## config.mk

```make
export PLATFORM = sky130hd
export DESIGN_NAME = ccrRegister
export DESIGN_NICKNAME = d
export VERILOG_FILES = /design/src/logic/cacheAddrPkg.sv /design/src/logic/cacheCtrlPkg.sv /design/src/logic/ccrRegister.sv
export SDC_FILE = /design/constraint.sdc
export NUM_CORES = 1
export LEC_CHECK = 0
export BUFFER_PORTS_ARGS = -buffer_cell sky130_fd_sc_hd__buf_2
export CORE_MARGIN = 1.5
export CORE_UTILIZATION = 19
export CTS_BUF_LIST = sky130_fd_sc_hd__clkbuf_4
export CTS_CLUSTER_SIZE = 30
export DETAILED_ROUTE_END_ITERATION = 10
export GPL_ROUTABILITY_DRIVEN = 0
export HOLD_SLACK_MARGIN = 0.15
export PLACE_DENSITY = 0.75
export SYNTH_ARGS = -nofsm -noshare
export SYNTH_HDL_FRONTEND = slang
export SYNTH_SLANG_ARGS = --single-unit
```

## constraint.sdc

```tcl
create_clock -name CLK -period 0.9 [get_ports CLK]
set_input_delay 0.045 -clock CLK [delete_from_list [all_inputs] [get_ports CLK]]
set_output_delay 0.045 -clock CLK [all_outputs]
set_load 0.005 [all_outputs]
```

## src/logic/cacheAddrPkg.sv

```systemverilog
package cacheAddrPkg;

	typedef logic [31:0] word_t;
	typedef logic [31:0] addr_t;
	typedef logic [3:0]  byteEn_t;

	// area codes in address bits 31..29
	localparam logic [2:0] AREA_CACHED   = 3'b000;
	localparam logic [2:0] AREA_UNCACHED = 3'b001;
	localparam logic [2:0] AREA_IO       = 3'b111;

	// address split: tag 28..10, set 9..4, word 3..2
	localparam int TAG_W   = 19;
	localparam int INDEX_W = 6;
	localparam int WORD_W  = 2;

	typedef logic [TAG_W-1:0]   tag_t;
	typedef logic [INDEX_W-1:0] index_t;
	typedef logic [WORD_W-1:0]  wordSel_t;

	localparam int WAYS = 4;

	// one-hot way select
	typedef logic [WAYS-1:0] wayMask_t;

	// control register lives on byte lane 1
	localparam addr_t CCR_ADDR = 32'hFFFF_FE92;

endpackage

```

## src/logic/cacheCtrlPkg.sv

```systemverilog
package cacheCtrlPkg;

	typedef logic [7:0] ccr_t;

	localparam int CCR_CE_BIT = 0;
	localparam int CCR_CP_BIT = 4;

	// only the enable bit is stored
	localparam ccr_t CCR_WMASK = ccr_t'(8'h01 << CCR_CE_BIT);

	typedef enum logic [1:0] {
		IDLE,
		PASS_READ,
		PASS_WRITE,
		FILL
	} ctrlState_t;

	// pairwise use order per set
	// bit 5: way1 after way0
	// bit 4: way2 after way0
	// bit 3: way3 after way0
	// bit 2: way2 after way1
	// bit 1: way3 after way1
	// bit 0: way3 after way2
	typedef logic [5:0] lru_t;

endpackage

```

## src/logic/ccrRegister.sv

```systemverilog
`timescale 1ns/1ps

module ccrRegister (
	input  logic                  CLK,
	input  logic                  RST_N,
	input  cacheAddrPkg::addr_t   ibusAddr,
	input  cacheAddrPkg::word_t   ibusDataOut,
	input  cacheAddrPkg::byteEn_t ibusByteEn,
	input  logic                  ibusWrite,
	input  logic                  ibusReq,
	input  logic                  ibusWait,
	output logic                  selected,
	output logic                  cacheEnable,
	output logic                  purge,
	output cacheAddrPkg::word_t   readWord
);
	import cacheAddrPkg::*;
	import cacheCtrlPkg::*;

	ccr_t ccr;
	ccr_t laneByte;
	logic wrAccept;

	// register sits on byte lane 1
	assign selected = ibusReq && ibusAddr == CCR_ADDR && ibusByteEn[1];
	assign laneByte = ibusDataOut[15:8];
	assign wrAccept = selected && ibusWrite && !ibusWait;

	always_ff @(posedge CLK or negedge RST_N) begin
		if (!RST_N) begin
			ccr <= '0;
		end else if (wrAccept) begin
			ccr <= laneByte & CCR_WMASK;
		end
	end

	// purge pulse lasts for the accepted write only
	assign purge = wrAccept && laneByte[CCR_CP_BIT];
	assign cacheEnable = ccr[CCR_CE_BIT];
	assign readWord = {4{ccr}};

endmodule

```

# After elaboration in Yosys (flattened, before gate mapping)
# Index checks and enable logic that the tools add are counted.
[totals]
reg_bits = 1
latchBits = 0
mem_bits_rw = 0
mem_bits_ro = 0
inputBits = 73
out_inout_bits = 35
elab_cells = 8
n_memories = 0
[classes]
addsub = 0
n_mul = 0
div_mod_pow = 0
magnitude_cmp = 0
n_eq_ne = 1
shift = 0
n_mux = 0
n_bitwise = 0
reduce_logical = 6
[ops]
columns = ["cell", "n"]
rows = [
  ["32-bit == test (second input constant)", 1],
  ["1-bit logical AND", 5],
  ["1-bit logical NOT", 1],
]

# Depth between registers and ports, before layout
[depth]
word_depth = 6
depth_mapped = 4
mapped_depth_nobuf = 4

# Worst setup path after synthesis
# No wires, ideal clock.
[synth_path]
path_type = "input port to flip-flop"
startpoint = "in ibusAddr[2]"
endpoint = "reg ccr[0]"
setup_time_ps = 128
t_arrival_ps = 910
t_required_ps = 772
slack_ps = -137
path_stages = 4
path_buffers = 0
path_cell_list = "nand4b_1 > nor4_2 > nand4_1 > mux2_1"
[synth_via]
elab_chain_cells = 5
[synth_lines]
columns = ["element", "line_no", "source"]
rows = [
  ["start, declared", "ccrRegister.sv:6", "input cacheAddrPkg::addr_t ibusAddr,"],
  ["32-bit == test", "ccrRegister.sv:25", "assign selected = ibusReq && ibusAddr == CCR_ADDR && ibusByteEn[1];"],
  ["1-bit logical AND (2 in series)", "ccrRegister.sv:25", ""],
  ["1-bit logical AND (2 in series)", "ccrRegister.sv:27", "assign wrAccept = selected && ibusWrite && !ibusWait;"],
  ["end signal, assigned", "ccrRegister.sv:33", "ccr <= laneByte & CCR_WMASK;"],
  ["end, declared", "ccrRegister.sv:20", "ccr_t ccr;"],
]
# Every way passes these cells.
# A chain may end at the register's enable or synchronous reset.

# Worst setup path in the final report
[layout_path]
startpoint = "in ibusAddr[6]"
endpoint = "reg ccr[0]"
# Same word-level chain as after synthesis.

==> summary.md <==
| Metric | Value |
|---|---|
| Global router's overall resource usage | 6.54% |
| Crit start category | input pin |
| Net switching power figure | 0.0568 mW |
| Top delay family on crit path | simple AND/OR/NAND/NOR gates |
| Via density | 3.57 |
| Min Tclk post-route | 1.23 ns |
| Sequential share of power | 26.1% |
| Combinational power share | 73.9% |
| Die Ht | 49.2 um |
| Total gr overflow | 0 |
| Post-synth cell types | 14 |
| Unrepaired setup endpoints after global routing | yes |
| CP Max Fanout | 2 |
| Slew Limit Fails | 0 |
| Endpoint kind of the worst setup timing path | flip-flop |
| Syn Inst Count | 51 |
| Yosys warning total | 0 |
| Initial DRC Count | 0 |
| Ant. Diodes | 0 |
| Min-delay worst type | in2reg |
| Detailed-route via count | 432 |
| #FFs+latches synth | 1 |
| Hold Vio Cnt, Final | 0 |
| Max-cap violations | 0 |
| Final cell count without fillers | 121 |
| Buffers plus inverters on the worst setup path | 1 |
| Worst Slack Setup Final | -0.327 ns |
| DIE WIDTH | 49.2 um |
| Place WS | -0.381 ns |
| DRC Markers | 0 |
| Arrival time worst endpoint | 1.10 ns |
| Skew-Pair Late Insertion Delay | 0 ns |
| Placed insts | 120 |
| Final Skew | 0 ns |
| Commonest non-fill, non-tap cells in the layout | buf_2 (45), conb_1 (28), nand4_1 (4), nand4b_1 (3), nor3b_1 (2) |
| Kind of critical path | in2reg |
| Max reg flops | 1 |
| Hpwl dp | 943 um |
| # setup viols final | 3 |
| CP Data Required Time | 0.77 ns |
| Largest net degree at the start of global routing | 6 |
| Status | finished with violations |
| Slowest-stage cell, CP | nor4_4 |
| # Post-CTS Setup Buffers | 0 |
| Initial antenna violation count | 0 |
| Fmax | 815 MHz |
| Mean Syn Cell Area | 7.95 sq um |
| Max rail drop VDD | 0.140 mV |
| Post-route antenna net violation count | 0 |
| Share of cells above drive strength 1 | 52.1% |
| Vias in the first global route | 315 |
| DR WL/cell | 8.19 um |
| Net count, final | 169 |
| First-pass GRT wire length | 1.25 mm |
| Sequential area share after synthesis | 6.17% |
| Number of detailed-route iterations in the first pass | 1 |
| Row cnt | 16 |
| Most flops, register | ccr |
| Top flop regs | ccr: 1 flops |
| PortBufs | 46 |
| Clock Pin Slew Worst Setup and Hold Paths | 0 ns |
| Net Sw Frac | 32.3% |
| Leakage power | 0.353 nW |
| Mapped Area | 405 sq um |
| Core area | 1980 sq um |
| Io pins | 108 |
| Final wirelength | 991 um |
| Failing checks | setup timing |
| CP peak stage delay | 0.32 ns |
| Period utilisation layout | 136% |
| Area Growth Syn to Fin | 38.9% |
| PwrDens | 312 nW/um^2 |
| Die ar. | 2420 sq um |
| Initial core utilization | 20.5% |
| Internal | 0.119 mW |
| Clk pwr share | 0% |
| Worst R2R Setup Slack | 0.13 ns |
| Commonest non-fill, non-tap cell in the layout | buf_2 |
| Critical-path cell list | buf_6, nand4b_1, nor4_4, nand4_1, mux2_1 |
[repair_timing]
| item | in CTS | in global routing |
|---|---|---|
| hold endpoints to repair | 1 | 0 |
| resized for setup | 1 | 1 |
| pin swaps | 3 | 0 |
| hold buffers | 1 | 0 |
| endpoints found under the setup margin | 3 | 3 |
| cloned | 0 | 0 |
[path summary, 6_finish.rpt]
check                                           to          startpoint  cells past startpoint
min in group asynchronous       ccr[0]$_DFFE_PN0P_               RST_N                      2
worst min register to register  ccr[0]$_DFFE_PN0P_  ccr[0]$_DFFE_PN0P_                      1
max in group asynchronous       ccr[0]$_DFFE_PN0P_               RST_N                      2
worst min-delay path            ccr[0]$_DFFE_PN0P_      ibusDataOut[8]                      2
worst max register to register  ccr[0]$_DFFE_PN0P_  ccr[0]$_DFFE_PN0P_                      1
worst max-delay path            ccr[0]$_DFFE_PN0P_         ibusAddr[6]                      5
[per-layer routing]
metal | vias up | GRT usage (%) | wire (um)
met4 | 0 | 0 | 0
met3 | 0 | 1.53 | 207
met2 | 55 | 15.1 | 502
li1 | 204 | - | -
met1 | 173 | 5.58 | 282
met5 | - | 0 | 0
[cell families (layout without fill, tap and decap cells)]
family | count (synthesis) | after routing | synth area share (%)
muxes | 1 | 1 | 2.78
and+or+nand+nor | 16 | 16 | 30.9
other | 1 | 28 | 0.925
DFF | 1 | 1 | 6.17
buffers and inverters | 32 | 48 | 59.3
[power by group through the flow]
stage                     sequential [mW]  clock, mW  combinational (mW)
final                              0.0458          0               0.130
after global routing               0.0458          0               0.145
after CTS                          0.0458          0               0.127
after detailed placement           0.0458          0               0.121
after global placement             0.0458          0               0.119
after floorplan                    0.0458          0               0.127
[layout make-up]
| type | instances | area (sq um) |
|---|---|---|
| fill | 236 | 1420 |
| timing repair buffer | 48 | 254 |
| multi-input combinational | 45 | 250 |
| tap | 27 | 33.8 |
| sequential | 1 | 25.0 |
[synth_stat cells]
cell type | count | share of area [%]
nor2_1 | 1 | 0.93
and3_1 | 1 | 1.5
and4_1 | 1 | 2.2
nor3b_1 | 2 | 3.7
nor2b_1 | 1 | 1.5
nor4_2 | 1 | 3.1
mux2_1 | 1 | 2.8
dfrtp_1 | 1 | 6.2
nand4_1 | 4 | 6.2
and4_2 | 1 | 2.5
buf_4 | 32 | 59
conb_1 | 1 | 0.93
nand4b_1 | 3 | 6.5
nand4bb_1 | 1 | 2.8
[through the flow]
| step | power, mW | utilization (%) | hold WS [ns] | TNS (ns) | cell area [sq um] |
|---|---|---|---|---|---|
| after detailed placement | 0.166 | 27.1 | -0.179 | -0.960 | 538 |
| final | 0.176 | 28.4 | 0.261 | -0.797 | 563 |
| after global placement | 0.165 | 27.1 | -0.180 | -0.950 | 538 |
| after CTS | 0.173 | 28.0 | 0.266 | -0.923 | 554 |
| after global routing | 0.191 | 28.4 | 0.277 | -1.11 | 563 |
| after floorplan | 0.173 | - | -0.251 | -0.191 | 507 |
Power figures use the tool's default switching activity.
