### config.mk
export PLATFORM = sky130hd
export DESIGN_NAME = cacheController
export DESIGN_NICKNAME = d
export VERILOG_FILES = /design/src/logic/cacheAddrPkg.sv /design/src/logic/cacheCtrlPkg.sv /design/src/logic/cacheController.sv
export SDC_FILE = /design/constraint.sdc
export NUM_CORES = 1
export LEC_CHECK = 0
export ABC_AREA = 0
export BUFFER_PORTS_ARGS = -buffer_cell sky130_fd_sc_hd__buf_4
export CAP_MARGIN = 20
export CORE_AREA = 3 3 139 141
export CTS_CLUSTER_DIAMETER = 40
export CTS_CLUSTER_SIZE = 40
export DETAILED_ROUTE_END_ITERATION = 6
export DIE_AREA = 0 0 142 144
export SYNTH_ARGS = -nofsm -noshare
export SYNTH_HDL_FRONTEND = slang
export SYNTH_SLANG_ARGS = --single-unit
### constraint.sdc
create_clock -name CLK -period 2.9 [get_ports CLK]
set_input_delay 0.145 -clock CLK [delete_from_list [all_inputs] [get_ports CLK]]
set_output_delay 0.145 -clock CLK [all_outputs]
set_load 0.02 [all_outputs]
### src/logic/cacheAddrPkg.sv
package cacheAddrPkg;

	typedef logic [31:0] word_t;
	typedef logic [31:0] addr_t;
	typedef logic [3:0]  byteEn_t;

	// area codes in address bits 31..29
	localparam logic [2:0] AREA_CACHED   = 3'b000;
	localparam logic [2:0] AREA_UNCACHED = 3'b001;
	localparam logic [2:0] AREA_IO       = 3'b111;

	// address split: tag 28..10, set 9..4, word 3..2
	localparam int TAG_W   = 19;
	localparam int INDEX_W = 6;
	localparam int WORD_W  = 2;

	typedef logic [TAG_W-1:0]   tag_t;
	typedef logic [INDEX_W-1:0] index_t;
	typedef logic [WORD_W-1:0]  wordSel_t;

	localparam int WAYS = 4;

	// one-hot way select
	typedef logic [WAYS-1:0] wayMask_t;

	// control register lives on byte lane 1
	localparam addr_t CCR_ADDR = 32'hFFFF_FE92;

endpackage

### src/logic/cacheCtrlPkg.sv
package cacheCtrlPkg;

	typedef logic [7:0] ccr_t;

	localparam int CCR_CE_BIT = 0;
	localparam int CCR_CP_BIT = 4;

	// only the enable bit is stored
	localparam ccr_t CCR_WMASK = ccr_t'(8'h01 << CCR_CE_BIT);

	typedef enum logic [1:0] {
		IDLE,
		PASS_READ,
		PASS_WRITE,
		FILL
	} ctrlState_t;

	// pairwise use order per set
	// bit 5: way1 after way0
	// bit 4: way2 after way0
	// bit 3: way3 after way0
	// bit 2: way2 after way1
	// bit 1: way3 after way1
	// bit 0: way3 after way2
	typedef logic [5:0] lru_t;

endpackage

### src/logic/cacheController.sv
`timescale 1ns/1ps

module cacheController (
	input  logic                   CLK,
	input  logic                   RST_N,
	input  cacheAddrPkg::addr_t    cbusAddr,
	input  cacheAddrPkg::word_t    cbusDataIn,
	input  logic                   cbusWrite,
	input  logic                   cbusReq,
	input  cacheAddrPkg::byteEn_t  cbusByteEn,
	output logic                   cbusBusy,
	output cacheAddrPkg::word_t    cbusDataOut,
	output cacheAddrPkg::addr_t    ibusAddr,
	input  cacheAddrPkg::word_t    ibusDataIn,
	output cacheAddrPkg::word_t    ibusDataOut,
	output cacheAddrPkg::byteEn_t  ibusByteEn,
	output logic                   ibusWrite,
	output logic                   ibusReq,
	output logic                   ibusLock,
	input  logic                   ibusWait,
	input  logic                   hit,
	input  cacheAddrPkg::wayMask_t hitWay,
	input  cacheAddrPkg::wayMask_t victimWay,
	input  cacheAddrPkg::word_t    cacheWord,
	input  logic                   cacheEnable,
	input  cacheAddrPkg::word_t    ccrReadWord,
	input  logic                   ccrSelected,
	output logic                   fillStart,
	input  cacheAddrPkg::wordSel_t fillWord,
	input  logic                   fillLast,
	input  logic                   fillUnlock,
	output logic                   beatAccepted,
	output cacheAddrPkg::addr_t    arrayWrAddr,
	output cacheAddrPkg::word_t    arrayWrData,
	output cacheAddrPkg::byteEn_t  arrayWrBytes,
	output cacheAddrPkg::wayMask_t arrayWrWay,
	output logic                   tagWrite,
	output logic                   lruTouch
);
	import cacheAddrPkg::*;
	import cacheCtrlPkg::*;

	ctrlState_t state;
	addr_t      reqAddr;
	word_t      reqData;
	byteEn_t    reqBytes;
	wayMask_t   fillWay;
	addr_t      fillAddr;
	logic       inIdle;
	logic       inFill;
	logic       cacheable;
	logic       readHit;
	logic       writeHit;
	logic       readMiss;

	assign inIdle = state == IDLE;
	assign inFill = state == FILL;
	assign cacheable = cacheEnable && cbusAddr[31:29] == AREA_CACHED;
	assign readHit = inIdle && cbusReq && !cbusWrite && cacheable && hit;
	assign writeHit = inIdle && cbusReq && cbusWrite && cacheable && hit;
	assign readMiss = inIdle && cbusReq && !cbusWrite && cacheable && !hit;

	assign fillStart = readMiss;
	assign beatAccepted = inFill && !ibusWait;
	// line base with the word from the fill counter
	assign fillAddr = {reqAddr[31:WORD_W+2], fillWord, 2'b00};

	always_ff @(posedge CLK or negedge RST_N) begin
		if (!RST_N) begin
			state <= IDLE;
			ibusReq <= 1'b0;
			ibusWrite <= 1'b0;
			ibusLock <= 1'b0;
		end else begin
			case (state)
				IDLE: begin
					if (cbusReq && cbusWrite) begin
						state <= PASS_WRITE;
						ibusReq <= 1'b1;
						ibusWrite <= 1'b1;
					end else if (cbusReq && !cacheable) begin
						state <= PASS_READ;
						ibusReq <= 1'b1;
					end else if (readMiss) begin
						state <= FILL;
						ibusReq <= 1'b1;
						ibusLock <= 1'b1;
					end
				end
				PASS_READ, PASS_WRITE: begin
					if (!ibusWait) begin
						state <= IDLE;
						ibusReq <= 1'b0;
						ibusWrite <= 1'b0;
					end
				end
				FILL: begin
					if (!ibusWait) begin
						// lock released once the third word is in
						if (fillUnlock) begin
							ibusLock <= 1'b0;
						end
						if (fillLast) begin
							state <= IDLE;
							ibusReq <= 1'b0;
						end
					end
				end
				default: state <= IDLE;
			endcase
		end
	end

	always_ff @(posedge CLK) begin
		if (inIdle && cbusReq) begin
			reqAddr <= cbusAddr;
			reqData <= cbusDataIn;
			reqBytes <= readMiss ? '1 : cbusByteEn;
			fillWay <= victimWay;
		end
	end

	assign ibusAddr = inFill ? fillAddr : reqAddr;
	assign ibusDataOut = reqData;
	assign ibusByteEn = reqBytes;

	always_comb begin
		case (state)
			IDLE:                  cbusBusy = cbusReq && !readHit;
			PASS_READ, PASS_WRITE: cbusBusy = cbusReq && ibusWait;
			FILL:                  cbusBusy = cbusReq && !(beatAccepted && fillLast);
			default:               cbusBusy = cbusReq;
		endcase
	end

	always_comb begin
		case (state)
			IDLE:      cbusDataOut = cacheWord;
			PASS_READ: cbusDataOut = ccrSelected ? ccrReadWord : ibusDataIn;
			default:   cbusDataOut = ibusDataIn;
		endcase
	end

	// fills write whole words into the held way, write hits only the enabled lanes
	assign arrayWrAddr = inFill ? fillAddr : cbusAddr;
	assign arrayWrData = inFill ? ibusDataIn : cbusDataIn;
	assign arrayWrWay = inFill ? fillWay : hitWay;
	assign arrayWrBytes = beatAccepted ? '1 : (writeHit ? cbusByteEn : '0);
	assign tagWrite = beatAccepted;
	assign lruTouch = beatAccepted || readHit || writeHit;

endmodule

* After elaboration in Yosys (flattened, before gate mapping)
Cells that the tools add are included.
Storage, ports and cells: register bits 77, input port bits 184, output and inout bits 180, logic and storage cells 82
Cells by class: equality and inequality tests 12, muxes and demuxes 30, reduce and logical (&&, ||, !) cells 32
Operators with widths (number):
- 2-to-1 mux 32 bit | 3
- one-hot mux 32 bit (2 select lines) | 1
- logical AND 1 bit | 16
- 2-to-1 mux 4 bit | 4
- 2-to-1 mux 2 bit | 6
- inequality test 2 bit, second input constant | 6
- 2-to-1 mux 1 bit | 11
- zero test 1 bit | 6
- one-hot mux 1 bit (3 select lines) | 2
- one-hot mux 2 bit (3 select lines) | 1
- AND reduction 6 bit | 1
- == test 2 bit, second input constant | 2
- inequality test 2 x 1 -> 1 bit, second input constant | 2
- inequality test 4 x 1 -> 1 bit, second input constant | 1
- one-hot mux 1 bit (2 select lines) | 2
- AND reduction 4 bit | 1
- nonzero test 2 bit | 2
- zero test 3 bit | 1
- AND reduction 3 bit | 1
- == test 2 x 1 -> 1 bit, second input constant | 1
- zero test 2 bit | 1
- logical OR 1 bit | 2
- OR reduction 2 bit | 1

* Depth between registers and ports, before layout
depth after elaboration 9, gate-level depth with buffers 8, mapped depth without buffers 7

* Worst setup path before layout
Ideal clock, no wire load.
kind reg-to-reg, start point reg state[0], end point reg fillWay[0], enable pin, setup time 426 ps, arrival time 2277 ps, required time 2474 ps, slack 197 ps, cell stages (with the launch flop) 6, buffers on the path 1, period minus slack after synthesis 2703 ps, cell sequence dfrtp_1 inv_1 ha_1 buf_2 nand2_1 inv_1
On the way: cells in the longest elaborated chain, start to end 2
RTL lines:
- from (decl) | RTL line cacheController.sv:43 | ctrlState_t state;
- from (signal assigned) | RTL line cacheController.sv:70 | state <= IDLE;
- from (signal assigned) | RTL line cacheController.sv:78 | state <= PASS_WRITE;
- from (signal assigned) | RTL line cacheController.sv:82 | state <= PASS_READ;
- zero test 2 bit | RTL line cacheController.sv:56 | assign inIdle = state == IDLE;
- logical AND 1 bit | RTL line cacheController.sv:115 | if (inIdle && cbusReq) begin
- to (signal assigned) | RTL line cacheController.sv:119 | fillWay <= victimWay;
- to (decl) | RTL line cacheController.sv:47 | wayMask_t fillWay;
No other way between the ends. A chain may end at the register's enable or synchronous reset.

* Worst setup path in the final report
start point reg state[0], end point out arrayWrAddr[27]
On the way: cells in the longest elaborated chain, start to end 2
RTL lines:
- == test 2 bit | RTL line cacheController.sv:57 | assign inFill = state == FILL;
- 2-to-1 mux 32 bit | RTL line cacheController.sv:145 | assign arrayWrAddr = inFill ? fillAddr : cbusAddr;
- to (decl) | RTL line cacheController.sv:33 | output cacheAddrPkg::addr_t arrayWrAddr,
No other way between the ends.

==> impl_metrics.env <==
export IMPL_status="finished, final reports clean"
export IMPL_portBuffers=363
export IMPL_synth_simple_gate_area_frac=0.08805
export IMPL_die_area_um2=20450
export IMPL_grt_max_degree=45
export IMPL_gr_total_overflow=0
export IMPL_final_cell_mix="370 x buf_4, 96 x mux2_2, 72 x edfxtp_1"
export IMPL_critPathLaunchType="register"
export IMPL_slew_headroom=0.5345
export IMPL_crit_top_cell="buf_4"
export IMPL_ys_seq_elements=77
export IMPL_slowest_stage="ha_4"
export IMPL_antennaDiodeCount=0
export IMPL_drv_slew=0
export IMPL_start_util=0.2530
export IMPL_end_kind="output port"
export IMPL_tightestPinTransition_ns=0.6982
export IMPL_pin_count=364
export IMPL_yosysSeqAreaShare=0.4999
export IMPL_path_class="register to output port"
export IMPL_postCtsSetupRepairBufs=0
export IMPL_yosys_warnings=0
export IMPL_syn_inst=387
export IMPL_crit_arrival_ns=2.37
export IMPL_wl_per_cell_um=19.17
export IMPL_ys_types=27
export IMPL_synth_avg_cell_area_um2=11.82
export IMPL_postCtsResizedCells=0
export IMPL_slowest_delay_ns=0.61
export IMPL_grt_first_pass_wirelength_um=26780
export IMPL_synth_cell_area_um2=4576
export IMPL_hold_path_class="input pin to register"
export IMPL_hold_viol_final=0
export IMPL_dp_cells=934
export IMPL_drive_above_1_share=0.6226
export IMPL_power_density_nw_per_um2=840.9
export IMPL_min_period_over_period=0.8675
export IMPL_synth_top_family_by_area="multiplexers"
export IMPL_syn_num_nets=575
export IMPL_drt_iter0_drc=171
export IMPL_antenna_found_initial=0
export IMPL_crit_required_ns=2.76
export IMPL_grt_total_usage=0.1732
export IMPL_setup_viol_count_final=0
export IMPL_min_period_ns=2.516
export IMPL_worstPathMaxFanout=44
export IMPL_vias_per_cell=4.558
export IMPL_finalClockSkew_ns=0.004367
export IMPL_gp_congestion=0.8250
export IMPL_htreeDepth=3
export IMPL_finalNonFillerCells=1016
export IMPL_power_leakage_nw=3.824
export IMPL_routed_wl_um=19480
export IMPL_core_area_um2=18090
export IMPL_cts_root_buf="clkbuf_16"
export IMPL_maxCapViolCount=0
export IMPL_clk_path_buf_depth=2
export IMPL_syn2layout_area_growth_pct=83.10
export IMPL_nNetsFinal=970
export IMPL_gr_max_usage_layer="met2"
export IMPL_firstDrtPassIters=5
export IMPL_met1_usage=0.2019
export IMPL_grt_pass1_vias=4725
export IMPL_critPathTopFamily="adder cells"
export IMPL_drc=0
export IMPL_fp_dieW_um=142
export IMPL_die_h_um=144
export IMPL_cts_buffers=9
export IMPL_crit_chain="ha_4 -> buf_4 -> mux2_2 -> buf_4"
export IMPL_final_common_cell="buf_4"
export IMPL_maxClockFrequency_mhz=397.5
export IMPL_synthXorXnorAreaFrac=0
export IMPL_tritoncts="built"
export IMPL_worst_path_buf_inv=2
export IMPL_vias=4631
export IMPL_cts_sinks=77
export IMPL_rsz0062_at_grt="false"
export IMPL_synth_async_reset_ratio=0.06494
export IMPL_yosys_area_share_adder=0.01094
export IMPL_insertion_delay_ns=0.33
export IMPL_synth_edf_count=72
export IMPL_synth_compound_area_frac=0.08094
export IMPL_peakVddDrop_mv=0.3963
export IMPL_post_dp_hpwl_um=14610
export IMPL_gr_usage_met2=0.3088
export IMPL_clk_pin_slew_ns=0.06
export IMPL_grt_util_met3=0.03241
export IMPL_yosys_mux_area_fraction=0.2439
export IMPL_finalSetupTns_ns=0
export IMPL_yosys_most_used_dff="edfxtp_1"
export IMPL_rows=49
export IMPL_ant_nets=0
==> final cells by class <==
| cell class | instances | area, µm² |
|---|---|---|
| timing repair buffer | 436 | 3438 |
| sequential | 77 | 2287 |
| clock buffer | 10 | 229.0 |
| clock inverter | 6 | 133.9 |
| multi-input combinational | 248 | 1964 |
| fill | 1697 | 9708 |
| inverter | 10 | 38.79 |
| tap | 229 | 286.5 |
==> flip-flops by register name (all words and copies together), names as in the netlist <==
name and cells:
ibusLock 1, fillWay 4, ibusWrite 1, reqAddr 32, state 2, ibusByteEn 4
ibusDataOut 32, ibusReq 1
==> worst paths after layout <==
check	from	endpoint	slack, ns	cells past startpoint
setup / recovery	state[0]$_DFFE_PN0P_	arrayWrAddr[27]	0.38	4
hold / removal	cbusAddr[30]	reqAddr[30]$_DFFE_PN_	0.02	1
setup reg to reg	state[1]$_DFFE_PN0P_	reqAddr[22]$_DFFE_PN_	0.80	5
hold reg to reg	ibusLock$_DFFE_PN0P_	ibusLock$_DFFE_PN0P_	0.55	2
max in group asynchronous	RST_N	ibusLock$_DFFE_PN0P_	2.64	2
min in group asynchronous	RST_N	ibusReq$_DFFE_PN0P_	0.15	2
==> worst reg2reg max path: cells and delay by family, from the launching register on <==
kind,cells,cell delay (ns)
adder cells (fa/ha/maj),1,0.49
AND/OR/NAND/NOR,1,0.16
buffers and inverters,3,0.64
flip-flops,1,0.40
==> logic make-up (layout without fill, tap and decap cells) <==
family          after synthesis  count (layout)
compound gates               53              53
buf+inv                      62             462
mux                          99              99
fa+ha+maj                     4               4
flops                        77              77
simple gates                 92              92
==> power breakdown <==
group / internal, mW / leakage [nW] / switching (mW)
clock network: 0.930 / 0.177 / 0.454
logic: 1.69 / 2.92 / 2.35
registers: 1.52 / 0.729 / 0.0987
total: 4.14 / 3.82 / 2.91
==> cell usage after synthesis, types with 4 or more instances <==
library cell | number | share of area
mux2_2 | 96 | 0.24
nand2_1 | 71 | 0.058
nor2_1 | 5 | 0.0041
buf_4 | 29 | 0.048
inv_1 | 10 | 0.0082
buf_2 | 6 | 0.0066
o21ai_0 | 12 | 0.013
a21o_1 | 5 | 0.0082
a22oi_1 | 32 | 0.053
buf_1 | 9 | 0.0074
edfxtp_1 | 72 | 0.47
clkbuf_1 | 8 | 0.0066
ha_1 | 4 | 0.011
dfrtp_1 | 5 | 0.027
nor2b_1 | 4 | 0.0055
nand2b_1 | 6 | 0.0082
==> routing by layer <==
metal	wire length [µm]	vias up
met3	1127	32
li1	-	2175
met2	10210	215
met4	548	0
met1	7589	2209
met5	0	-
==> what timing repair did <==
action	4_1_cts	5_1_grt
hold endpoints to repair	70	0
hold buffers	66	0
endpoints found under the setup margin	0	0
==> through the flow <==
stage	power (mW)	util	cell area, µm²	setup slack [ns]	hold WS, ns
floorplan	3.887	-	4576	0.1974	-0.1506
global placement	5.602	0.4066	7355	0.7794	-0.04470
detailed placement	5.619	0.4066	7355	0.7607	-0.04297
CTS	7.112	0.4632	8378	0.3835	0.001236
global route	7.377	0.4632	8378	0.2225	0.009705
finish	7.045	0.4632	8378	0.3842	0.01677
No activity file was read; power rests on OpenSTA's default activity.
