[src/logic/cacheAddrPkg.sv]
package cacheAddrPkg;

	typedef logic [31:0] word_t;
	typedef logic [31:0] addr_t;
	typedef logic [3:0]  byteEn_t;

	// area codes in address bits 31..29
	localparam logic [2:0] AREA_CACHED   = 3'b000;
	localparam logic [2:0] AREA_UNCACHED = 3'b001;
	localparam logic [2:0] AREA_IO       = 3'b111;

	// address split: tag 28..10, set 9..4, word 3..2
	localparam int TAG_W   = 19;
	localparam int INDEX_W = 6;
	localparam int WORD_W  = 2;

	typedef logic [TAG_W-1:0]   tag_t;
	typedef logic [INDEX_W-1:0] index_t;
	typedef logic [WORD_W-1:0]  wordSel_t;

	localparam int WAYS = 4;

	// one-hot way select
	typedef logic [WAYS-1:0] wayMask_t;

	// control register lives on byte lane 1
	localparam addr_t CCR_ADDR = 32'hFFFF_FE92;

endpackage

[src/logic/lineFillCounter.sv]
`timescale 1ns/1ps

module lineFillCounter (
	input  logic                   CLK,
	input  logic                   RST_N,
	input  logic                   start,
	input  cacheAddrPkg::wordSel_t startWord,
	input  logic                   advance,
	output cacheAddrPkg::wordSel_t word,
	output logic                   last,
	output logic                   unlock
);
	import cacheAddrPkg::*;

	wordSel_t critWord;
	wordSel_t beforeCrit;

	always_ff @(posedge CLK or negedge RST_N) begin
		if (!RST_N) begin
			word <= '0;
			critWord <= '0;
		end else if (start) begin
			// critical word goes last
			word <= startWord + 1'b1;
			critWord <= startWord;
		end else if (advance) begin
			word <= word + 1'b1;
		end
	end

	assign beforeCrit = critWord - 1'b1;
	assign last = word == critWord;
	assign unlock = word == beforeCrit;

endmodule

[config.mk]
export PLATFORM = sky130hd
export DESIGN_NAME = lineFillCounter
export DESIGN_NICKNAME = d
export VERILOG_FILES = /design/src/logic/cacheAddrPkg.sv /design/src/logic/lineFillCounter.sv
export SDC_FILE = /design/constraint.sdc
export NUM_CORES = 1
export LEC_CHECK = 0
export ABC_AREA = 0
export BUFFER_PORTS_ARGS = -buffer_cell sky130_fd_sc_hd__buf_2
export CORE_AREA = 4 4 41 43
export DETAILED_ROUTE_END_ITERATION = 7
export DIE_AREA = 0 0 45 47
export GPL_TIMING_DRIVEN = 0
export HOLD_SLACK_MARGIN = 0.15
export PLACE_DENSITY = 0.4
export SETUP_SLACK_MARGIN = 0.1
export SLEW_MARGIN = 20
export SYNTH_ARGS = -nofsm -noshare
export SYNTH_HDL_FRONTEND = slang
export SYNTH_SLANG_ARGS = --single-unit
[constraint.sdc]
create_clock -name CLK -period 0.86 [get_ports CLK]
set_input_delay 0.043 -clock CLK [delete_from_list [all_inputs] [get_ports CLK]]
set_output_delay 0.043 -clock CLK [all_outputs]
set_load 0.05 [all_outputs]
======== Yosys cells after proc, flatten, opt, wreduce, memory -nomap -nowiden ========
Index checks and enable logic that the tools add are counted.
word-level totals
  input port bits ......................... 6
  output and inout port bits .............. 4
  word-level logic and storage cells ...... 10
  register bits after elaboration ......... 4
operators by class
  $add $sub $neg .......................... 3
  muxes and demuxes ....................... 2
  equal/unequal tests ..................... 2
  reduce and logical (&&, ||, !) cells .... 1
operators with widths
  operator                                                            count
  2-bit by 1-bit adder with 2-bit output, second input constant       2
  2-bit equality test                                                 2
  2-bit 2-to-1 mux                                                    2
  2-bit nonzero test                                                  1
  2-bit by 1-bit subtractor with 2-bit output, second input constant  1

======== Longest topological paths before layout ========
Gate-level depths: netlist of run 1.
  word-level depth ........................ 3
  mapped depth ............................ 2
  gate-level depth less buffers ........... 2

======== Least setup slack after synthesis of run 1 ========
No wires, ideal clock.
  path type ............................... register -> output
  start ................................... register word[1]
  end ..................................... output port unlock
  slack ................................... -954 ps
  required time ........................... 817 ps
  path buffers ............................ 0
  arrival ................................. 1771 ps
  cell stages (with the launch flop) ...... 3
  path through ............................ dfrtp_1 xor2_1 mux2i_1
on the way
  longest elaborated chain between the ends .. 1
RTL lines
  item                    line                   text
  start, declared         lineFillCounter.sv:9   output cacheAddrPkg::wordSel_t word,
  start signal, assigned  lineFillCounter.sv:24  word <= startWord + 1'b1;
  start signal, assigned  lineFillCounter.sv:27  word <= word + 1'b1;
  2-bit equality test     lineFillCounter.sv:33  assign unlock = word == beforeCrit;
  end, declared           lineFillCounter.sv:11  output logic unlock
No other way between the ends.

======== Worst setup path after layout of run 1 ========
  start ................................... register critWord[1]
  end ..................................... output port unlock
on the way
  longest elaborated chain between the ends .. 2
RTL lines
  item                                         line                   text
  start, declared                              lineFillCounter.sv:15  wordSel_t critWord;
  start signal, assigned                       lineFillCounter.sv:25  critWord <= startWord;
  2-bit by 1-bit subtractor with 2-bit output  lineFillCounter.sv:31  assign beforeCrit = critWord - 1'b1;
  2-bit equality test                          lineFillCounter.sv:33
No other way between the ends.

==> results of run 1 <==
## kinds of logic (layout without fill, tap and decap cells)
family / Yosys count / after routing
simple gates: 6 / 6
flops: 4 / 4
xor+xnor: 3 / 3
buf+inv: 0 / 17
compound gates: 1 / 1
mux: 4 / 4
## power groups by stage
stage	Combinational, mW	Clock, mW	Sequential [mW]
finish	0.424	0.260	0.255
global route	0.444	0.300	0.260
CTS	0.396	0.279	0.246
detailed placement	0.321	0	0.250
global placement	0.317	0	0.249
floorplan	0.200	0	0.297
## critical path: cells and delay by family, from the launching register on
kind	cells	cell delay, ps
XOR/XNOR	1	210
buffers and inverters	1	180
flip-flops	1	430
multiplexers	1	250
## what timing repair did
item / 4_1_cts / 5_1_grt
gates resized for setup: 8 / 5
setup buffers: 1 / 1
hold buffers: 2 / 1
cloned: 0 / 0
endpoints found under the setup margin: 7 / 8
pin swaps: 1 / 1
endpoints found under the hold margin: 8 / 4
## layout make-up
type                    count  share of cell area, %
multi-input cells          14                   39.2
repair buffers             13                   25.7
flip-flops and latches      4                   24.5
clock buffers               4                   6.19
well taps                  15                   4.42
## registers in the layout, summed over array words and instances, names as in the netlist
signal    cells
critWord      2
word          2
## worst max-delay path by stage
stage | startpoint | to | slack [ps] | cells past startpoint
after floorplan | word[1] | unlock | -420 | 2
after global placement | critWord[1] | unlock | -340 | 3
after detailed placement | critWord[1] | unlock | -340 | 3
after CTS | word[1] | unlock | -540 | 3
after global routing | critWord[1] | unlock | -520 | 3
final | critWord[1] | unlock | -480 | 3
## synth_stat cells
cell	number
nand2b_1	2
xor2_1	2
nor2b_1	1
nor4bb_1	1
nand2_1	1
xnor2_1	1
a221o_1	1
mux2i_1	2
dfrtp_1	4
and3b_1	1
mux2_2	2
## routing by layer
layer	wire length, um	vias up	global-route usage (%)
li1	-	100	-
met1	243	86	7.80
met2	242	6	8.47
met3	45	0	2.30
met4	0	0	8.77
met5	0	-	0
## stage by stage
step / setup TNS (ps) / area [sq um]
finish: -1320 / 424
detailed placement: -716 / 308
global placement: -696 / 308
floorplan: -984 / 244
global route: -1560 / 424
CTS: -1450 / 387
==> flow_metrics.tcl, run 1 <==
set metrics [dict create \
    drtPass1Iterations 2 \
    min_path_type "in2reg" \
    min_period_ps 1340 \
    cts.sinks 4 \
    clkTransAtPathRegs_ps 40 \
    num_vias 192 \
    netlist_area_sq_um 220 \
    nNetsFinal 42 \
    synth-simple-area-share_pct 18.8 \
    yosys.area.top_type "dfrtp_1" \
    fp.dieH_um 47 \
    ant_nets 0 \
    timing.final.crit_share_pct 156 \
    final.setup.worst_slack_ps -481 \
    cts_tree "built" \
    comb_power_share_pct 45.1 \
    critPathMaxFanout 2 \
    max-cap-violations 0 \
    crit_path_end_kind "output pin" \
    setup_viol 6 \
    synth_adder_area_share_pct 0 \
    muxShareOfSynthArea_pct 19.3 \
    crit_arrival_ps 1300 \
    syn_avg_cell_area_sq_um 12.2 \
    synth_nets 24 \
    synth.ff_latch_count 4 \
    mostFrequentLayoutCells "buf_2 (5), buf_6 (5), clkbuf_4 (3), dfrtp_2 (3)" \
    yosysTopAreaCellShare_pct 45.5 \
    grt_pass1_wl_um 917 \
    r2r_start "word[1]" \
    overflow 0 \
    ys_types 11 \
    grt_max_degree 7 \
    leakagePower_nw 0.183 \
    clockBufferDepth 2 \
    num_io_pins 10 \
    synthTopCellsByArea "dfrtp_1 (45%), mux2_2 (10%), mux2i_1 (9.1%)" \
    rows 13 \
    rsz0062_at_grt "yes" \
    synth_compound_area_share_pct 4.55 \
    reg2reg_slack_ps -230 \
    violations "setup timing" \
    clkPwrFrac_pct 27.7 \
    root_buffer "clkbuf_4" \
    wl_um 531 \
    power_mw 0.939 \
    r2r-end "word[1]" \
    fillCellCount 146 \
    coreArea_sq_mm 0.00130 \
    post-place-ws_ps -344 \
    post-route-drc-count 0 \
    htree_levels 1 \
    instances_no_fill 50 \
    drive_above_1_share_pct 68.6 \
    holdWs_ps 85.8 \
    clk_latency_ps 240 \
    p_sw_mw 0.344 \
    max_freq_mhz 746 \
    hp-start "startWord[1]" \
    initial_core_util_pct 16.9 \
    utilization_pct 32.6 \
    dieArea_sq_mm 0.00212 \
    power_frac_seq_pct 27.2 \
    viasPerCell 3.84 \
    finClkSkew_ps 0.113 \
    antenna_found_initial 0 \
    hold_viol 0 \
    powerDensity_mw_per_mm2 2210 \
    dpl.cell_count 42 \
    path_cells "xor2_4 -> mux2i_4 -> buf_6" \
    synth_xor_area_share_pct 11.9 \
    worstSetupStartpointType "flip-flop" \
    drt-initial-drc-count 1 \
    syn_to_final_growth_pct 92.6 \
    track_usage_pct 6.74 \
    ir_worst_vdd_uv 776 \
    yosysSeqAreaShare_pct 45.5 \
    netlist_instances 18 \
    dieWidth_um 45 \
    final_max_slew_viol_count 0 \
    multi_input_area_sq_um 166 \
    slowest_delay_ps 430 \
    cp_slowest_cell "dfrtp_2" \
    critPathKind "reg2out" \
    grt_pass1_vias 208 \
    power.internal_mw 0.595 \
    wl_per_cell_um 10.6 \
    gp_congestion 0.716 \
    min_path_cells 2 \
    swShare_pct 36.7 \
    reg2reg_depth 3 \
    regArea_sq_um 104 \
    ys.warnings.count 0 \
    outcome "complete, but fails checks" \
    port-buffer-count 9 \
    antenna_cells 0 \
    required_ps 820 \
    relSlewSlack_pct 85.8 \
    worst_slew_pin_slew_ps 209 \
    synth_top_family_by_area "multiplexers" \
    holdPathEnd "critWord[1]" \
    numCtsBuffers 3 \
]
Note: power is estimated with default switching activity, not from simulation.
==> inputs of run 2 (changes only) <==
- CELL_PAD_IN_SITES_DETAIL_PLACEMENT: unset -> 2
- CELL_PAD_IN_SITES_GLOBAL_PLACEMENT: unset -> 2
- PLACE_DENSITY: 0.4 -> 0.56
- SKIP_CTS_REPAIR_TIMING: unset -> 1
==> flow_metrics.tcl, run 2 (same netlist as run 1, synthesis figures left out) <==
set metrics [dict create \
    outcome "complete, but fails checks" \
    violations "setup timing" \
    track_usage_pct 7.06 \
    drt-initial-drc-count 1 \
    rows 13 \
    numCtsBuffers 3 \
    max_freq_mhz 746 \
    cts_tree "built" \
    grtUsageMet3_pct 1.15 \
    min_period_ps 1340 \
    viasPerCell 4.27 \
    reg2reg_depth 3 \
    instances_no_fill 51 \
    finClkSkew_ps 0.138 \
    cts.sinks 4 \
    root_buffer "clkbuf_4" \
    fp.dieH_um 47 \
    initial_core_util_pct 16.9 \
    setup_viol 8 \
    ir_worst_vdd_uv 869 \
    regArea_sq_um 104 \
    syn_to_final_growth_pct 93.2 \
    grt_use_met2_pct 13.0 \
    final_max_slew_viol_count 0 \
    num_io_pins 10 \
    multi_input_area_sq_um 168 \
    nNetsFinal 43 \
    num_vias 218 \
    port-buffer-count 9 \
    dpl.cell_count 42 \
    timing.final.crit_share_pct 156 \
    leakagePower_nw 0.194 \
    clockBufferDepth 2 \
    min_path_cells 2 \
    relSlewSlack_pct 81.5 \
    hold_viol 0 \
    ant_nets 0 \
    rsz0062_at_grt "yes" \
    overflow 0 \
    mostFrequentLayoutCells "buf_2 (5), buf_4 (4), clkbuf_4 (3), dfrtp_2 (3), buf_6 (3)" \
    min_path_type "in2reg" \
    layout.cells.most_common "buf_2" \
    worstSetupStartpointType "flip-flop" \
    r2r_start "word[0]" \
    grtUsageMet1_pct 5.75 \
    hp-start "startWord[1]" \
    grt_busiest_layer "met2" \
    dieWidth_um 45 \
    dieArea_sq_mm 0.00212 \
    gp_congestion 0.705 \
    grt_max_degree 7 \
    grt_pass1_vias 229 \
    r2r-end "word[1]" \
    reg.largest.list "critWord x2, word x2" \
    wl_um 687 \
    crit_path_end_kind "output pin" \
    antenna_cells 0 \
    wl_per_cell_um 13.5 \
    max-cap-violations 0 \
    drive_above_1_share_pct 66.7 \
    clk_latency_ps 240 \
    antenna_found_initial 0 \
    final.setup.worst_slack_ps -481 \
    drtPass1Iterations 2 \
    coreArea_sq_mm 0.00130 \
    crit_arrival_ps 1300 \
    holdPathEnd "critWord[1]" \
    critPathKind "reg2out" \
    powerDensity_mw_per_mm2 2220 \
    fillCellCount 150 \
    holdWs_ps 68.2 \
    reg2reg_slack_ps -160 \
    htree_levels 1 \
    required_ps 820 \
    worst_slew_pin_slew_ps 273 \
    post-route-drc-count 0 \
    clkTransAtPathRegs_ps 40 \
    grt_pass1_wl_um 959 \
    critPathMaxFanout 2 \
]
==> run 2: cell types whose count changed in the layout (fill, tap and decap cells not counted), sizes merged <==
cell  before  now
buf       11   12
==> run 2: area by class of cell <==
type                       count  share of cell area (%)
clock buffer                   4                    6.18
multi-input combinational     14                    39.4
sequential                     4                    24.4
tap                           15                    4.41
timing repair buffer          14                    25.6
==> run 2: worst max-delay path by stage <==
stage	from	cells after the start	end	slack [ps]
after floorplan	word[1]	2	unlock	-420
after detailed placement	critWord[1]	3	unlock	-360
after CTS	critWord[1]	3	unlock	-610
after global routing	word[1]	3	unlock	-530
final	critWord[1]	3	unlock	-480
after global placement	critWord[1]	3	unlock	-340
==> run 2: worst max-delay path, cell delays in order, from the launching register on <==
cell and delay, ps:
dfrtp_2 430, xor2_4 210, mux2i_4 250, buf_6 180
==> run 2: power by group <==
part | internal, mW | total [mW] | switching [mW]
sequential | 0.217 | 0.261 | 0.0437
clock | 0.175 | 0.258 | 0.0832
combinational | 0.203 | 0.427 | 0.224
==> run 2: metal layers <==
| layer | up-vias | wire [um] |
|---|---|---|
| met5 | - | 0 |
| met4 | 0 | 24 |
| met3 | 4 | 31 |
| met2 | 7 | 397 |
| met1 | 106 | 234 |
| li1 | 101 | - |
==> run 2: stage by stage <==
step	util, %	cell area [sq um]	setup WS [ps]	setup TNS [ps]	power (mW)
floorplan	-	244	-420	-984	0.498
global placement	23.7	308	-342	-705	0.567
detailed placement	23.7	308	-360	-760	0.577
CTS	25.7	334	-609	-1500	0.846
global route	32.7	425	-534	-1680	1.01
finish	32.7	425	-481	-1390	0.946
==> inputs of run 3 (changes only) <==
- ABC_AREA: 0 -> 1
- CORE_AREA: 4 4 41 43 -> unset
- CORE_ASPECT_RATIO: unset -> 1.1
- CORE_MARGIN: unset -> 4
- CORE_UTILIZATION: unset -> 18
- DIE_AREA: 0 0 45 47 -> unset
- PLACE_DENSITY: 0.56 -> 0.67
==> flow_metrics.tcl, run 3 <==
set metrics [dict create \
    max_freq_mhz 744 \
    fp.dieH_um 47.8 \
    synth_edf_count 0 \
    dpl.cell_count 66 \
    num_vias 293 \
    synth_nets 47 \
    antenna_found_initial 0 \
    grt_pass1_vias 303 \
    viasPerCell 4.07 \
    nNetsFinal 64 \
    synthFlopType "dfrtp_1" \
    numCtsBuffers 3 \
    clk_latency_ps 240 \
    setup_viol 5 \
    clkTransAtPathRegs_ps 30 \
    critPathKind "reg2out" \
    drive_above_1_share_pct 46.4 \
    crit_end "unlock" \
    synth.ff_latch_count 4 \
    grt_max_degree 8 \
    critPathLaunch "critWord[1]" \
    cts_tree "built" \
    reg.largest.list "critWord x2, word x2" \
    htree_levels 1 \
    yosysTopAreaCellShare_pct 38.6 \
    dieWidth_um 44.2 \
    syn_avg_cell_area_sq_um 6.32 \
    final_max_slew_viol_count 0 \
    syn_to_final_growth_pct 70.0 \
    outcome "complete, but fails checks" \
    ys_types 11 \
    min_period_ps 1340 \
    synth_common_cells "nand2_1 (17), inv_1 (7), nor2_1 (5)" \
    crit_arrival_ps 1300 \
    worst_slew_pin_slew_ps 263 \
    ys.warnings.count 0 \
    min_path_type "in2reg" \
    placed_cell_area_sq_um 345 \
    hold_viol 0 \
    layout.cells.most_common "nand2_1" \
    grt_pass1_wl_um 1340 \
    mostFrequentLayoutCells "nand2_1 (15), inv_1 (5), buf_2 (5), buf_6 (5)" \
    yosys.area.top_type "dfrtp_1" \
    rsz0062_at_grt "yes" \
    synth-async-reset-ratio_pct 100 \
    ant_nets 0 \
    final.setup.worst_slack_ps -484 \
    power_mw 0.971 \
    hpwl_um 638 \
    wl_um 814 \
    powerDensity_mw_per_mm2 2210 \
    netlist_area_sq_um 259 \
    finClkSkew_ps 4.71 \
    cts.sinks 4 \
    num_io_pins 10 \
    r2r-end "word[1]" \
    overflow 0 \
    max-cap-violations 0 \
    hp-start "startWord[1]" \
    leakagePower_nw 0.233 \
    reg2reg_depth 7 \
    reg2reg_slack_ps -190 \
    coreArea_sq_mm 0.00137 \
    relSlewSlack_pct 82.4 \
    critPathMaxFanout 3 \
    drtPass1Iterations 1 \
    drt-initial-drc-count 0 \
    dieArea_sq_mm 0.00211 \
    gp_congestion 0.675 \
    post-route-drc-count 0 \
    r2r_start "word[1]" \
    synthMostInstantiatedCell "nand2_1" \
    antenna_cells 0 \
    initial_core_util_pct 19.0 \
    clockBufferDepth 2 \
    crit_path_end_kind "output pin" \
    root_buffer "clkbuf_4" \
    instances_no_fill 72 \
    required_ps 820 \
    wl_per_cell_um 11.3 \
    violations "setup timing" \
    timing.final.crit_share_pct 156 \
    ir_worst_vdd_uv 821 \
    netlist_instances 41 \
    port-buffer-count 9 \
    worstSetupStartpointType "flip-flop" \
    synthTopCellsByArea "dfrtp_1 (39%), nand2_1 (25%), inv_1 (10%)" \
    rows 14 \
    yosysSeqAreaShare_pct 38.6 \
    design_area_sq_um 440 \
    track_usage_pct 9.90 \
]
[run 3: how the worst min path moves through the flow]
stage	end	slack [ps]	cells past startpoint
after detailed placement	critWord[1]	-150	1
after global routing	critWord[0]	100	3
final	critWord[1]	80	3
after floorplan	critWord[0]	-250	0
after CTS	critWord[0]	-400	1
after global placement	critWord[1]	-150	1
[run 3: per-stage QoR]
| step | util [%] | hold slack [ps] | TNS (ps) | setup slack, ps |
|---|---|---|---|---|
| after detailed placement | 25.3 | -148 | -686 | -364 |
| after global routing | 32.2 | 104 | -1580 | -556 |
| after CTS | 26.9 | -405 | -1510 | -625 |
| after global placement | 25.3 | -151 | -583 | -302 |
| final | 32.2 | 82.3 | -1300 | -484 |
| after floorplan | - | -253 | -712 | -334 |
[run 3: cell families (layout without fill, tap and decap cells)]
logic type      after synthesis  after routing  share of synthesized area, %
flops                         4              4                          38.6
simple gates                 23             23                          33.8
xor+xnor                      2              2                          6.76
buf+inv                       8             23                          11.6
compound gates                4              4                          9.18
[run 3: worst max-delay path, cell delays in order (launching register included)]
cell and delay (ps):
dfrtp_2 430, xor2_1 190, o21ai_1 100, nand2_1 120, clkinvlp_4 90, buf_6 150
[run 3: layer usage]
layer | part of all wire, % | up-vias | GRT usage, %
met3 | 4.8 | 4 | 2.63
met2 | 51 | 10 | 15.7
met5 | 0 | - | 0
met4 | 5.3 | 0 | 14.5
li1 | - | 150 | -
met1 | 39 | 129 | 8.95
[run 3: power breakdown]
group / leakage (nW) / switching, mW / internal (mW)
Sequential: 0.0444 / 0.0326 / 0.215
Clock: 0.0138 / 0.0805 / 0.156
Combinational: 0.175 / 0.294 / 0.192
[run 3: cell type report]
class / count / area, sq um
clock buffers: 3 / 22.5
fillers: 174 / 926
repair buffers: 12 / 106
flip-flops and latches: 4 / 104
multi-input cells: 29 / 151
inverters: 8 / 36.3
well taps: 16 / 20.0
